## src/s1c88_bus_pkg.sv

```systemverilog
package s1c88_bus_pkg;

    // 24-bit external address, page byte on top
    typedef logic [23:0] addr_t;

    // one byte on the data bus
    typedef logic [7:0] data_t;

    // bus status pins, encoded as on the real part
    typedef enum logic [1:0]
    {
        bus_idle      = 2'd0,
        bus_mem_write = 2'd2,
        bus_mem_read  = 2'd3
    } bus_status_e;

    // one bus cycle request, held until done
    typedef struct packed
    {
        logic  valid;
        logic  write;
        addr_t addr;
        data_t wdata;
    } bus_req_t;

    // done pulses for one clock, rdata valid with it on reads
    typedef struct packed
    {
        logic  done;
        data_t rdata;
    } bus_rsp_t;

endpackage

```

## src/s1c88_isa_pkg.sv

```systemverilog
package s1c88_isa_pkg;

    typedef logic [15:0] code_addr_t;
    typedef logic [7:0]  opcode_t;
    typedef logic [9:0]  ext_opcode_t;
    typedef logic [8:0]  uaddr_t;
    typedef logic [3:0]  upc_t;

    // prefix bytes that pull in an extension byte
    localparam opcode_t OP_EXT_CE   = 8'hCE;
    localparam opcode_t OP_EXT_CF   = 8'hCF;
    localparam opcode_t OP_EXT_BASE = 8'hCD;

    // extended opcodes with a table entry
    localparam ext_opcode_t XOP_LD_A_MEM   = 10'h044;
    localparam ext_opcode_t XOP_LD_BR_IMM  = 10'h0B4;
    localparam ext_opcode_t XOP_LD_MEM_IMM = 10'h0DD;
    localparam ext_opcode_t XOP_LD_EP_IMM  = 10'h1C5;

    // microprogram entry points
    localparam uaddr_t UA_NOP        = 9'd0;
    localparam uaddr_t UA_LD_A_MEM   = 9'd1;
    localparam uaddr_t UA_LD_MEM_IMM = 9'd2;
    localparam uaddr_t UA_LD_BR_IMM  = 9'd3;
    localparam uaddr_t UA_LD_EP_IMM  = 9'd4;

    typedef struct packed
    {
        opcode_t     opcode;
        opcode_t     opext;
        logic [15:0] imm;
    } instr_t;

    typedef struct packed
    {
        logic   need_opext;
        logic   need_imm;
        // set when a second immediate byte follows
        logic   imm_size;
        uaddr_t entry;
    } decode_t;

    typedef enum logic { kind_misc, kind_bus } micro_kind_e;

    typedef enum logic [2:0]
    {
        mov_none, mov_imm, mov_imm_low, mov_imm_high, mov_a, mov_br, mov_ep
    } micro_mov_e;

    typedef struct packed
    {
        micro_kind_e kind;
        logic        write;
        micro_mov_e  dst;
        micro_mov_e  src;
        logic        last;
    } micro_op_t;

    typedef enum logic [2:0]
    {
        st_vec_low, st_vec_high, st_opcode, st_opext, st_imm_low, st_imm_high, st_execute
    } fetch_state_e;

endpackage

```

## src/s1c88_decode.sv

```systemverilog
`timescale 1ns/1ps

module s1c88_decode
(
    input  s1c88_isa_pkg::opcode_t opcode,
    input  s1c88_isa_pkg::opcode_t opext,
    output s1c88_isa_pkg::decode_t dec
);
    import s1c88_isa_pkg::*;

    logic        need_opext;
    logic [1:0]  ext_page;
    ext_opcode_t ext_opcode;

    assign need_opext = (opcode == OP_EXT_CE) || (opcode == OP_EXT_CF);

    // CE gives page 1, CF page 2; the low two bits are enough
    assign ext_page   = opcode[1:0] - OP_EXT_BASE[1:0];
    assign ext_opcode = need_opext ? {ext_page, opext} : {2'b00, opcode};

    // translation table, anything unknown lands on the nop entry
    always_comb
    begin
        dec = '0;
        dec.need_opext = need_opext;
        dec.entry = UA_NOP;
        case (ext_opcode)
            XOP_LD_A_MEM:
            begin
                dec.need_imm = 1'b1;
                dec.entry = UA_LD_A_MEM;
            end
            XOP_LD_BR_IMM:
            begin
                dec.need_imm = 1'b1;
                dec.entry = UA_LD_BR_IMM;
            end
            XOP_LD_MEM_IMM:
            begin
                // ll then nn
                dec.need_imm = 1'b1;
                dec.imm_size = 1'b1;
                dec.entry = UA_LD_MEM_IMM;
            end
            XOP_LD_EP_IMM:
            begin
                dec.need_imm = 1'b1;
                dec.entry = UA_LD_EP_IMM;
            end
            default:
            begin
                dec.entry = UA_NOP;
            end
        endcase
    end

endmodule

```

## src/s1c88_fetch.sv

```systemverilog
`timescale 1ns/1ps

module s1c88_fetch
#(
    parameter s1c88_bus_pkg::addr_t VECTOR_ADDR = '0
)
(
    input  logic                    clk,
    input  logic                    reset,
    input  s1c88_bus_pkg::bus_rsp_t bus_rsp,
    output s1c88_bus_pkg::bus_req_t fetch_req,
    output logic                    opcode_fetch,
    output s1c88_isa_pkg::instr_t   instr,
    output logic                    start,
    output s1c88_isa_pkg::decode_t  entry,
    input  logic                    finished
);
    import s1c88_bus_pkg::*;
    import s1c88_isa_pkg::*;

    localparam addr_t VECTOR_HIGH_ADDR = VECTOR_ADDR + addr_t'(1);

    fetch_state_e state;
    fetch_state_e state_next;
    code_addr_t   pc;
    opcode_t      dec_opcode;
    opcode_t      dec_opext;
    decode_t      dec;

    // decode the byte arriving on the bus while it is being fetched
    assign dec_opcode = (state == st_opcode) ? bus_rsp.rdata : instr.opcode;
    assign dec_opext  = (state == st_opext) ? bus_rsp.rdata : instr.opext;

    s1c88_decode decode_inst
    (
        .opcode (dec_opcode),
        .opext  (dec_opext),
        .dec    (dec)
    );

    assign entry        = dec;
    assign opcode_fetch = (state == st_opcode);

    always_comb
    begin
        fetch_req = '0;
        fetch_req.valid = (state != st_execute);
        case (state)
            st_vec_low:  fetch_req.addr = VECTOR_ADDR;
            st_vec_high: fetch_req.addr = VECTOR_HIGH_ADDR;
            // code always lives in page 00
            default:     fetch_req.addr = {8'h00, pc};
        endcase
    end

    always_comb
    begin
        state_next = state;
        case (state)
            st_vec_low:  if (bus_rsp.done) state_next = st_vec_high;
            st_vec_high: if (bus_rsp.done) state_next = st_opcode;
            st_opcode:
                if (bus_rsp.done)
                    state_next = dec.need_opext ? st_opext :
                                 dec.need_imm   ? st_imm_low : st_execute;
            st_opext:
                if (bus_rsp.done)
                    state_next = dec.need_imm ? st_imm_low : st_execute;
            st_imm_low:
                if (bus_rsp.done)
                    state_next = dec.imm_size ? st_imm_high : st_execute;
            st_imm_high: if (bus_rsp.done) state_next = st_execute;
            default:     if (finished) state_next = st_opcode;
        endcase
    end

    always_ff @(posedge clk or posedge reset)
    begin
        if (reset)
        begin
            state <= st_vec_low;
            pc    <= '0;
            start <= 1'b0;
        end
        else
        begin
            state <= state_next;
            start <= (state_next == st_execute) && (state != st_execute);
            if (bus_rsp.done && state == st_vec_low)
                pc[7:0] <= bus_rsp.rdata;
            else if (bus_rsp.done && state == st_vec_high)
                pc[15:8] <= bus_rsp.rdata;
            else if (bus_rsp.done && state != st_execute)
                pc <= pc + code_addr_t'(1);
        end
    end

    // instruction bytes
    always_ff @(posedge clk)
    begin
        if (bus_rsp.done)
        begin
            case (state)
                st_opcode:   instr.opcode    <= bus_rsp.rdata;
                st_opext:    instr.opext     <= bus_rsp.rdata;
                st_imm_low:  instr.imm[7:0]  <= bus_rsp.rdata;
                st_imm_high: instr.imm[15:8] <= bus_rsp.rdata;
                default:
                begin
                end
            endcase
        end
    end

    // the sequencer may only be kicked once all bytes are in
    start_in_execute: assert property (@(posedge clk) disable iff (reset)
        start |-> state == st_execute);

endmodule

```

## src/s1c88_microseq.sv

```systemverilog
`timescale 1ns/1ps

module s1c88_microseq
(
    input  logic                    clk,
    input  logic                    reset,
    input  logic                    start,
    input  s1c88_isa_pkg::decode_t  entry,
    input  s1c88_isa_pkg::instr_t   instr,
    input  s1c88_bus_pkg::bus_rsp_t bus_rsp,
    output s1c88_bus_pkg::bus_req_t exec_req,
    output logic                    finished
);
    import s1c88_bus_pkg::*;
    import s1c88_isa_pkg::*;

    logic        running;
    uaddr_t      base;
    upc_t        upc;
    micro_op_t   cur;
    logic        step_done;
    logic [15:0] src_val;
    logic [15:0] dst_val;
    data_t       wr_val;
    logic [15:0] ba;
    data_t       ep;
    data_t       br;

    // micro ROM with a single step per entry
    function automatic micro_op_t rom_lookup(input uaddr_t ua);
        case (ua)
            UA_LD_A_MEM:   return '{kind_bus, 1'b0, mov_a, mov_imm_low, 1'b1};
            UA_LD_MEM_IMM: return '{kind_bus, 1'b1, mov_imm_low, mov_imm_high, 1'b1};
            UA_LD_BR_IMM:  return '{kind_misc, 1'b0, mov_br, mov_imm, 1'b1};
            UA_LD_EP_IMM:  return '{kind_misc, 1'b0, mov_ep, mov_imm, 1'b1};
            default:       return '{kind_misc, 1'b0, mov_none, mov_none, 1'b1};
        endcase
    endfunction

    function automatic logic [15:0] mov_value(input micro_mov_e sel);
        case (sel)
            mov_imm:      return instr.imm;
            mov_imm_low:  return {8'h00, instr.imm[7:0]};
            mov_imm_high: return {8'h00, instr.imm[15:8]};
            mov_a:        return {8'h00, ba[7:0]};
            mov_br:       return {8'h00, br};
            mov_ep:       return {8'h00, ep};
            default:      return 16'h0000;
        endcase
    endfunction

    // operand values also follow instr and the registers
    always_comb
    begin
        cur     = rom_lookup(base + {5'd0, upc});
        src_val = mov_value(cur.src);
        dst_val = mov_value(cur.dst);
    end

    // writes take their address from dst, reads from src
    always_comb
    begin
        exec_req = '0;
        exec_req.valid = running && (cur.kind == kind_bus);
        exec_req.write = cur.write;
        exec_req.addr  = {ep, br, cur.write ? dst_val[7:0] : src_val[7:0]};
        exec_req.wdata = src_val[7:0];
    end

    assign step_done = running && ((cur.kind == kind_misc) || bus_rsp.done);
    assign finished  = step_done && cur.last;
    assign wr_val    = (cur.kind == kind_bus) ? bus_rsp.rdata : src_val[7:0];

    always_ff @(posedge clk or posedge reset)
    begin
        if (reset)
        begin
            running <= 1'b0;
            base    <= '0;
            upc     <= '0;
            ba      <= '0;
            ep      <= '0;
            br      <= '0;
        end
        else if (start)
        begin
            running <= 1'b1;
            base    <= entry.entry;
            upc     <= '0;
        end
        else if (step_done)
        begin
            running <= !cur.last;
            upc     <= cur.last ? upc_t'(0) : upc + upc_t'(1);
            if (!(cur.kind == kind_bus && cur.write))
            begin
                case (cur.dst)
                    mov_a:  ba <= {ba[15:8], wr_val};
                    mov_br: br <= wr_val;
                    mov_ep: ep <= wr_val;
                    default:
                    begin
                    end
                endcase
            end
        end
    end

    upc_in_range: assert property (@(posedge clk) disable iff (reset)
        upc < upc_t'(15));

endmodule

```

## src/s1c88_bus_unit.sv

```systemverilog
`timescale 1ns/1ps

module s1c88_bus_unit
(
    input  logic                       clk,
    input  logic                       reset,
    input  s1c88_bus_pkg::bus_req_t    fetch_req,
    input  s1c88_bus_pkg::bus_req_t    exec_req,
    input  logic                       opcode_fetch,
    output s1c88_bus_pkg::bus_rsp_t    bus_rsp,
    input  s1c88_bus_pkg::data_t       data_in,
    output s1c88_bus_pkg::data_t       data_out,
    output s1c88_bus_pkg::addr_t       address_out,
    output s1c88_bus_pkg::bus_status_e bus_status,
    output logic                       read,
    output logic                       write,
    output logic                       sync
);
    import s1c88_bus_pkg::*;

    typedef enum logic [1:0] { ph_idle, ph_addr, ph_strobe } phase_e;

    phase_e   phase;
    bus_req_t sel_req;
    logic     done_q;
    data_t    rdata_q;

    // only one requester is active at any time
    assign sel_req = exec_req.valid ? exec_req : fetch_req;
    assign bus_rsp = '{done: done_q, rdata: rdata_q};

    always_ff @(posedge clk or posedge reset)
    begin
        if (reset)
        begin
            phase       <= ph_idle;
            done_q      <= 1'b0;
            read        <= 1'b0;
            write       <= 1'b0;
            sync        <= 1'b0;
            bus_status  <= bus_idle;
            address_out <= '1;
            data_out    <= '1;
        end
        else
        begin
            done_q <= 1'b0;
            case (phase)
                ph_idle:
                    // requester still holds valid while done is up
                    if (sel_req.valid && !done_q)
                    begin
                        address_out <= sel_req.addr;
                        bus_status  <= sel_req.write ? bus_mem_write : bus_mem_read;
                        sync        <= opcode_fetch;
                        if (sel_req.write)
                            data_out <= sel_req.wdata;
                        phase <= ph_addr;
                    end
                ph_addr:
                begin
                    read  <= (bus_status == bus_mem_read);
                    write <= (bus_status == bus_mem_write);
                    phase <= ph_strobe;
                end
                default:
                begin
                    read       <= 1'b0;
                    write      <= 1'b0;
                    sync       <= 1'b0;
                    bus_status <= bus_idle;
                    done_q     <= 1'b1;
                    phase      <= ph_idle;
                end
            endcase
        end
    end

    // sample on the edge that ends the strobe clock
    always_ff @(posedge clk)
    begin
        if (phase == ph_strobe)
            rdata_q <= data_in;
    end

    no_read_write_overlap: assert property (@(posedge clk) disable iff (reset)
        !(read && write));

endmodule

```

## src/s1c88_core.sv

```systemverilog
`timescale 1ns/1ps

module s1c88_core
#(
    parameter s1c88_bus_pkg::addr_t VECTOR_ADDR = '0
)
(
    input  logic                       clk,
    input  logic                       reset,
    input  s1c88_bus_pkg::data_t       data_in,
    output s1c88_bus_pkg::data_t       data_out,
    output s1c88_bus_pkg::addr_t       address_out,
    output s1c88_bus_pkg::bus_status_e bus_status,
    output logic                       read,
    output logic                       write,
    output logic                       sync
);
    import s1c88_bus_pkg::*;
    import s1c88_isa_pkg::*;

    bus_req_t fetch_req;
    bus_req_t exec_req;
    bus_rsp_t bus_rsp;
    logic     opcode_fetch;
    instr_t   instr;
    decode_t  entry;
    logic     start;
    logic     finished;

    s1c88_fetch #(.VECTOR_ADDR(VECTOR_ADDR)) fetch_inst
    (
        .clk, .reset, .bus_rsp, .fetch_req, .opcode_fetch,
        .instr, .start, .entry, .finished
    );

    s1c88_microseq microseq_inst
    (
        .clk, .reset, .start, .entry, .instr, .bus_rsp, .exec_req, .finished
    );

    s1c88_bus_unit bus_unit_inst
    (
        .clk, .reset, .fetch_req, .exec_req, .opcode_fetch, .bus_rsp,
        .data_in, .data_out, .address_out, .bus_status, .read, .write, .sync
    );

endmodule

```

## config.mk

```make
export PLATFORM = sky130hd
export DESIGN_NAME = s1c88_core
export DESIGN_NICKNAME = d
export VERILOG_FILES = /design/src/s1c88_bus_pkg.sv /design/src/s1c88_isa_pkg.sv /design/src/s1c88_decode.sv /design/src/s1c88_fetch.sv /design/src/s1c88_microseq.sv /design/src/s1c88_bus_unit.sv /design/src/s1c88_core.sv
export SDC_FILE = /design/constraint.sdc
export NUM_CORES = 1
export LEC_CHECK = 0
export BUFFER_PORTS_ARGS = -buffer_cell sky130_fd_sc_hd__clkbuf_2
export CORE_MARGIN = 5
export CORE_UTILIZATION = 40
export DETAILED_ROUTE_END_ITERATION = 8
export PLACE_DENSITY = 0.57
export SLEW_MARGIN = 25
export SYNTH_ARGS = -nofsm -noshare
export SYNTH_HDL_FRONTEND = slang
export SYNTH_SLANG_ARGS = --single-unit
```

## constraint.sdc

```tcl
create_clock -name clk -period 5.5 [get_ports clk]
set_input_delay 0.275 -clock clk [delete_from_list [all_inputs] [get_ports clk]]
set_output_delay 0.275 -clock clk [all_outputs]
set_load 0.005 [all_outputs]
```

==> out/results.ini, run 1 <==
[clock_network]
cts_tree=built
clkLatencyLatePin_ns=0.42
numCtsBuffers=17
cts_root_buffer=clkbuf_16
cts_resized=0
cts_buffer_depth=2
cts_setup_buffers=0
cts_hold_buffers=0
htreeDepth=4
path_clk_slew_ns=0.06
cts_sinks=120

[synth]
synthMuxAreaShare=0.0333
synthSimpleGateAreaFrac=0.225
yosysMostFrequentCell=nand2_1
yosys-top-cells-area=dfrtp_1 (20%), edfxtp_1 (20%), dfstp_2 (14%)
ys_seq_elements=120
avgSynthCellArea_um2=9.43
synth_compound_area_frac=0.154
yosysTopAreaCellShare=0.200
synth.distinct_cells=58
synth-xor-area-share=0.00146
async_reset_ff_frac=0.667
netlist_area_um2=6020
synth_top_family_by_area=simple AND/OR/NAND/NOR gates
synth_edf_count=40
synthCells=638
yosys.area.top_type=dfrtp_1
ys_seq_area_frac=0.539
yosys_warnings=0
synthTopCellsByCount=nand2_1 (121), nor2_1 (59), dfrtp_1 (48)
syn-num-nets=653
synth_fa_ha_area_frac=0.0104
synth_ff_type=dfrtp_1

[floorplan]
die-area_um2=17600
core.rowCount=44
core_um2=14600
initial_core_util=0.411
die-height_um=133
ios=47
dieWidth_um=133

[worst_setup_path]
worstPathMaxFanout=17
worst_setup_path_end_kind=flop
path_cells=or3b_1, mux2_2, inv_1, ha_1, nor2_1, nor4_1, nor2_1, o41ai_1, a32oi_1, nor2b_1, mux2_2
crit_slowest_cell=o41ai_1
crit_arrival_ns=4.36
critPathLaunchType=flop
worstPathRequired_ns=5.85
critPathKind=flop to flop
crit_path_max_incr_delay_ns=0.67

[timing]
tightest_slew_ns=0.916
fmax_mhz=249
rsz0062_at_grt=false
layout_setup_ws_ns=1.49
post-route-period-util=0.729
whs_ns=0.0341
slew_viol_final=0
min_period_ns=4.01
maxSlewHeadroom=0.390
setup_violations=0
hold_violations=0
finalClockSkew_ns=0.00698
fin_tns_setup_ns=0

[layout]
area_delta_synth_final_pct=15.6
n_antenna_cell=0
fillers=1407
seq_area_um2=3240
utilization=0.475
fin_cells=868
drive_gt1_frac=0.212
multi_input_area_um2=2560
nNetsFinal=686

[grt]
grt_pass1_vias=4666
gr-total-overflow=0
grt_use_total=0.187
grt_max_degree=81
grt_pass1_wl_um=25900
antenna_found_initial=0

[drt]
totalWireLength_um=16100
ant_nets=0
vias_per_cell=5.53
drc=0
first_iter_violations=370
vias=4802
drt_pass1_iterations=5
wl_per_cell_um=18.5

[job]
cap_violations=0

[placed_design]
hpwl_um=11100
place_congestion=0.910
port_buffers=46
dp_slack_ns=1.61
dpl.cell_count=836

[power]
p_seq_frac=0.377
p_comb_frac=0.349
power_density_nw_per_um2=578
power.switching_mw=1.58
p_leak_nw=2.88
swShare=0.393
ir_drop_mv=0.257
cell_internal_pwr_mw=2.44
clkPwrFrac=0.274

[worst_hold_path]
min_path_type=input pin to async pin

[outcome]
outcome=complete, no violations

## flip-flops by register name (all words and copies together), names as in the netlist, 2 cells and up
register and count:
bus_unit_inst.address_out 24, bus_unit_inst.bus_status 2, bus_unit_inst.data_out 8, bus_unit_inst.phase 2, bus_unit_inst.rdata_q 8, fetch_inst.instr 32, fetch_inst.pc 16, fetch_inst.state 3
microseq_inst.base 3, microseq_inst.br 8, microseq_inst.ep 8
## critical path: cells and delay by family (launching register included)
kind | cells | cell delay [ns]
buffers and inverters | 1 | 0.10
AND/OR/NAND/NOR | 5 | 1.48
AO/OA/AOI/OAI | 2 | 0.91
flip-flops | 1 | 0.65
adder cells (fa/ha/maj) | 1 | 0.16
multiplexers | 2 | 0.64
## power by group through the flow
stage                     sequential [mW]  clock, mW  combinational (mW)
after global routing                 1.55       1.17                1.56
after floorplan                      1.42          0                1.04
after CTS                            1.51       1.12                1.40
after global placement               1.52          0                1.39
after detailed placement             1.53          0                1.39
final                                1.51       1.10                1.40
## cell type report
class                      count  area share
tap                          184      0.0331
inverter                      17     0.00936
clock inverter                14      0.0207
multi-input combinational    464       0.368
clock buffer                  18      0.0632
sequential                   120       0.467
timing repair buffer          51      0.0391
## cell families after synthesis
| kind of cell | count (synthesis) |
|---|---|
| AO/OA/AOI/OAI | 152 |
| XOR/XNOR | 1 |
| adder cells (fa/ha/maj) | 5 |
| buffers and inverters | 54 |
| flip-flops | 120 |
| multiplexers | 19 |
| AND/OR/NAND/NOR | 287 |
## layer usage
layer / GRT usage / vias to the layer above / part of all wire
li1: - / 2333 / -
met1: 0.251 / 2322 / 0.45
met2: 0.295 / 122 / 0.48
met3: 0.0509 / 25 / 0.047
met4: 0.0635 / 0 / 0.022
met5: 0 / - / 0
## path summary, 6_finish.rpt
check	startpoint	to	slack (ns)	depth (start not counted)
worst min-delay path	reset	fetch_inst.pc[8]	0.03	3
worst min register to register	bus_unit_inst.address_out[23]	bus_unit_inst.address_out[23]	0.45	2
min in group clk	data_in[0]	bus_unit_inst.rdata_q[0]	0.04	1
worst max register to register	fetch_inst.state[0]	microseq_inst.base[0]	1.49	11
max in group asynchronous	reset	microseq_inst.running	4.99	3
worst max-delay path	fetch_inst.state[0]	microseq_inst.base[0]	1.49	11
## per-stage QoR
stage | area (um^2) | power [mW]
finish | 6950 | 4.02
global route | 6950 | 4.28
CTS | 6940 | 4.03
detailed placement | 6360 | 2.92
global placement | 6360 | 2.90
floorplan | 6020 | 2.46
## layout by cell type, fill, tap and decap left out, types with 4 or more instances in the layout
cell type and count:
nor2b_1 9, clkinv_2 4, nor2_1 59, buf_4 4, o31ai_1 8, nand3_1 37, and3_1 9, a31oi_1 22
o22ai_1 6, ha_1 5, o21ai_0 44, inv_4 4, nand2_1 121, clkbuf_2 46, a21oi_1 42, mux2i_1 11
clkbuf_16 17, inv_1 16, dfstp_2 32, or2_2 11, a22oi_1 9, edfxtp_1 40, mux2_2 8, dfrtp_1 48
nand2b_1 7
(Power assumes the default switching activity.)
==> run 2, diff against run 1 <==
- clock period: 5.5 -> 4 ns (I/O delays scaled with it)
==> out/results.ini, run 2 (same netlist as run 1, synthesis figures left out) <==
[clock_network]
cts_tree=built
cts_setup_buffers=0  ; unchanged
path_clk_slew_ns=0.06  ; about the same
numCtsBuffers=17  ; unchanged
clkLatencyLatePin_ns=0.42  ; about the same
cts_hold_buffers=9  ; +9
htreeDepth=4  ; unchanged
cts_root_buffer=clkbuf_16
cts_sinks=120  ; unchanged
cts_buffer_depth=2  ; unchanged
cts_resized=0  ; unchanged

[timing]
slew_viol_final=0  ; unchanged
fmax_mhz=297  ; +19%
maxSlewHeadroom=0.390  ; about the same
post-route-period-util=0.841  ; +0.112
hold_violations=0  ; unchanged
min_period_ns=3.37  ; -0.644 ns
tightest_slew_ns=0.914  ; -0.00213 ns
setup_violations=0  ; unchanged
layout_setup_ws_ns=0.635  ; -0.856 ns
finalClockSkew_ns=0.00799  ; +0.00101 ns
fin_tns_setup_ns=0  ; unchanged
rsz0062_at_grt=false

[drt]
first_iter_violations=337  ; -8.9%
drc=0  ; unchanged
wl_per_cell_um=19.1  ; +2.9%
drt_pass1_iterations=5  ; unchanged
vias=4882  ; +1.7%
vias_per_cell=5.52  ; -0.29%
totalWireLength_um=16900  ; +4.9%
ant_nets=0  ; unchanged

[power]
power_density_nw_per_um2=786  ; +36%
ir_drop_mv=0.363  ; +42%
p_leak_nw=2.94  ; +2.1%
total_power_mw=5.59  ; +39%

[worst_hold_path]
min_path_type=flop to flop

[worst_setup_path]
critPathKind=flop to flop
worstPathMaxFanout=6  ; -11
worstPathRequired_ns=4.35  ; -1.50 ns
worst_setup_path_end_kind=flop
crit_arrival_ns=3.72  ; -0.64 ns
critPathLaunchType=flop

[floorplan]
die-area_um2=17600  ; unchanged
ios=47  ; unchanged
core.rowCount=44  ; unchanged
initial_core_util=0.411  ; unchanged
dieWidth_um=133  ; unchanged
die-height_um=133  ; unchanged
core_um2=14600  ; unchanged

[layout]
largest_reg_flops=32  ; unchanged
top_regs=fetch_inst.instr: 32 flops, bus_unit_inst.address_out: 24 flops, fetch_inst.pc: 16 flops
top_register=fetch_inst.instr
design_area_um2=7110  ; +2.3%
final_cell_mix=nand2_1 (121), nor2_1 (59), dfrtp_1 (48), clkbuf_2 (46), o21ai_0 (44)
utilization=0.486  ; +0.0110
nNetsFinal=703  ; +2.5%
area_delta_synth_final_pct=18.2
layout_commonest_cell=nand2_1
drive_gt1_frac=0.218  ; +0.00627
n_antenna_cell=0  ; unchanged

[grt]
grt_use_total=0.199  ; +0.0114
grt_pass1_vias=4836  ; +3.6%
gr-total-overflow=0  ; unchanged
antenna_found_initial=0  ; unchanged
grt_max_degree=49  ; -40%
grt_pass1_wl_um=27100  ; +4.4%

[job]
cap_violations=0  ; unchanged

[outcome]
outcome=complete, no violations

[placed_design]
port_buffers=46  ; unchanged
dp_slack_ns=0.675  ; -0.940 ns
dpl-instance-area_um2=6420  ; +1.0%
place_congestion=0.863  ; -5.2%
hpwl_um=12000  ; +7.7%

## run 2: cell types whose count changed in the layout (fill, tap and decap cells not counted), moves of 2 or more
cell,delta
clkbuf_16,+3
bufinv_16,-2
clkinvlp_4,+4
buf_4,+9
inv_4,-4
dlygate4sd3_1,+9
## run 2: path summary, 6_finish.rpt
kind                                          startpoint                            end  slack, ns  depth (start not counted)
max                                  fetch_inst.state[2]          microseq_inst.base[0]       0.63                         11
max in group asynchronous                          reset      bus_unit_inst.data_out[0]       2.58                          4
min in group asynchronous                          reset              fetch_inst.pc[12]       0.46                          3
max reg2reg                          fetch_inst.state[2]          microseq_inst.base[0]       0.63                         11
min                        bus_unit_inst.address_out[22]  bus_unit_inst.address_out[22]       0.45                          2
min reg2reg                bus_unit_inst.address_out[22]  bus_unit_inst.address_out[22]       0.45                          2
## run 2: final cells by class
class	instances	area (um^2)
Inverter	17	65.1
Fill cell	1388	7530
Tap cell	184	230
Clock inverter	11	83.8
Clock buffer	21	514
Sequential cell	120	3240
Multi-Input combinational cell	464	2560
Timing Repair Buffer	68	418
## run 2: critical path, cell delays in order (launching register included)
cell and delay, ns:
dfrtp_1 0.37, or3b_1 0.50, mux2_2 0.37, inv_1 0.11
ha_1 0.16, nor2_1 0.08, nor4_1 0.47, nor2_1 0.16
o41ai_1 0.50, a32oi_1 0.21, nor2b_1 0.18, mux2_2 0.16
## run 2: per-stage QoR
| step | instances | hold WS, ns |
|---|---|---|
| after detailed placement | 844 | 0.378 |
| final | 885 | 0.450 |
| after floorplan | 638 | 0.299 |
| after CTS | 885 | 0.451 |
| after global placement | 844 | 0.368 |
| after global routing | 885 | 0.468 |
## run 2: report_power, final
| part | internal, mW | switching, mW | total (mW) |
|---|---|---|---|
| clock | 0.922 | 0.569 | 1.49 |
| combinational | 0.738 | 1.35 | 2.09 |
| sequential | 1.71 | 0.302 | 2.01 |
## run 2: layer usage
metal,track usage,vias to the layer above,share of wire
li1,-,2375,-
met1,0.255,2338,0.44
met2,0.322,130,0.48
met3,0.0437,39,0.043
met4,0.0906,0,0.038
met5,0,-,0
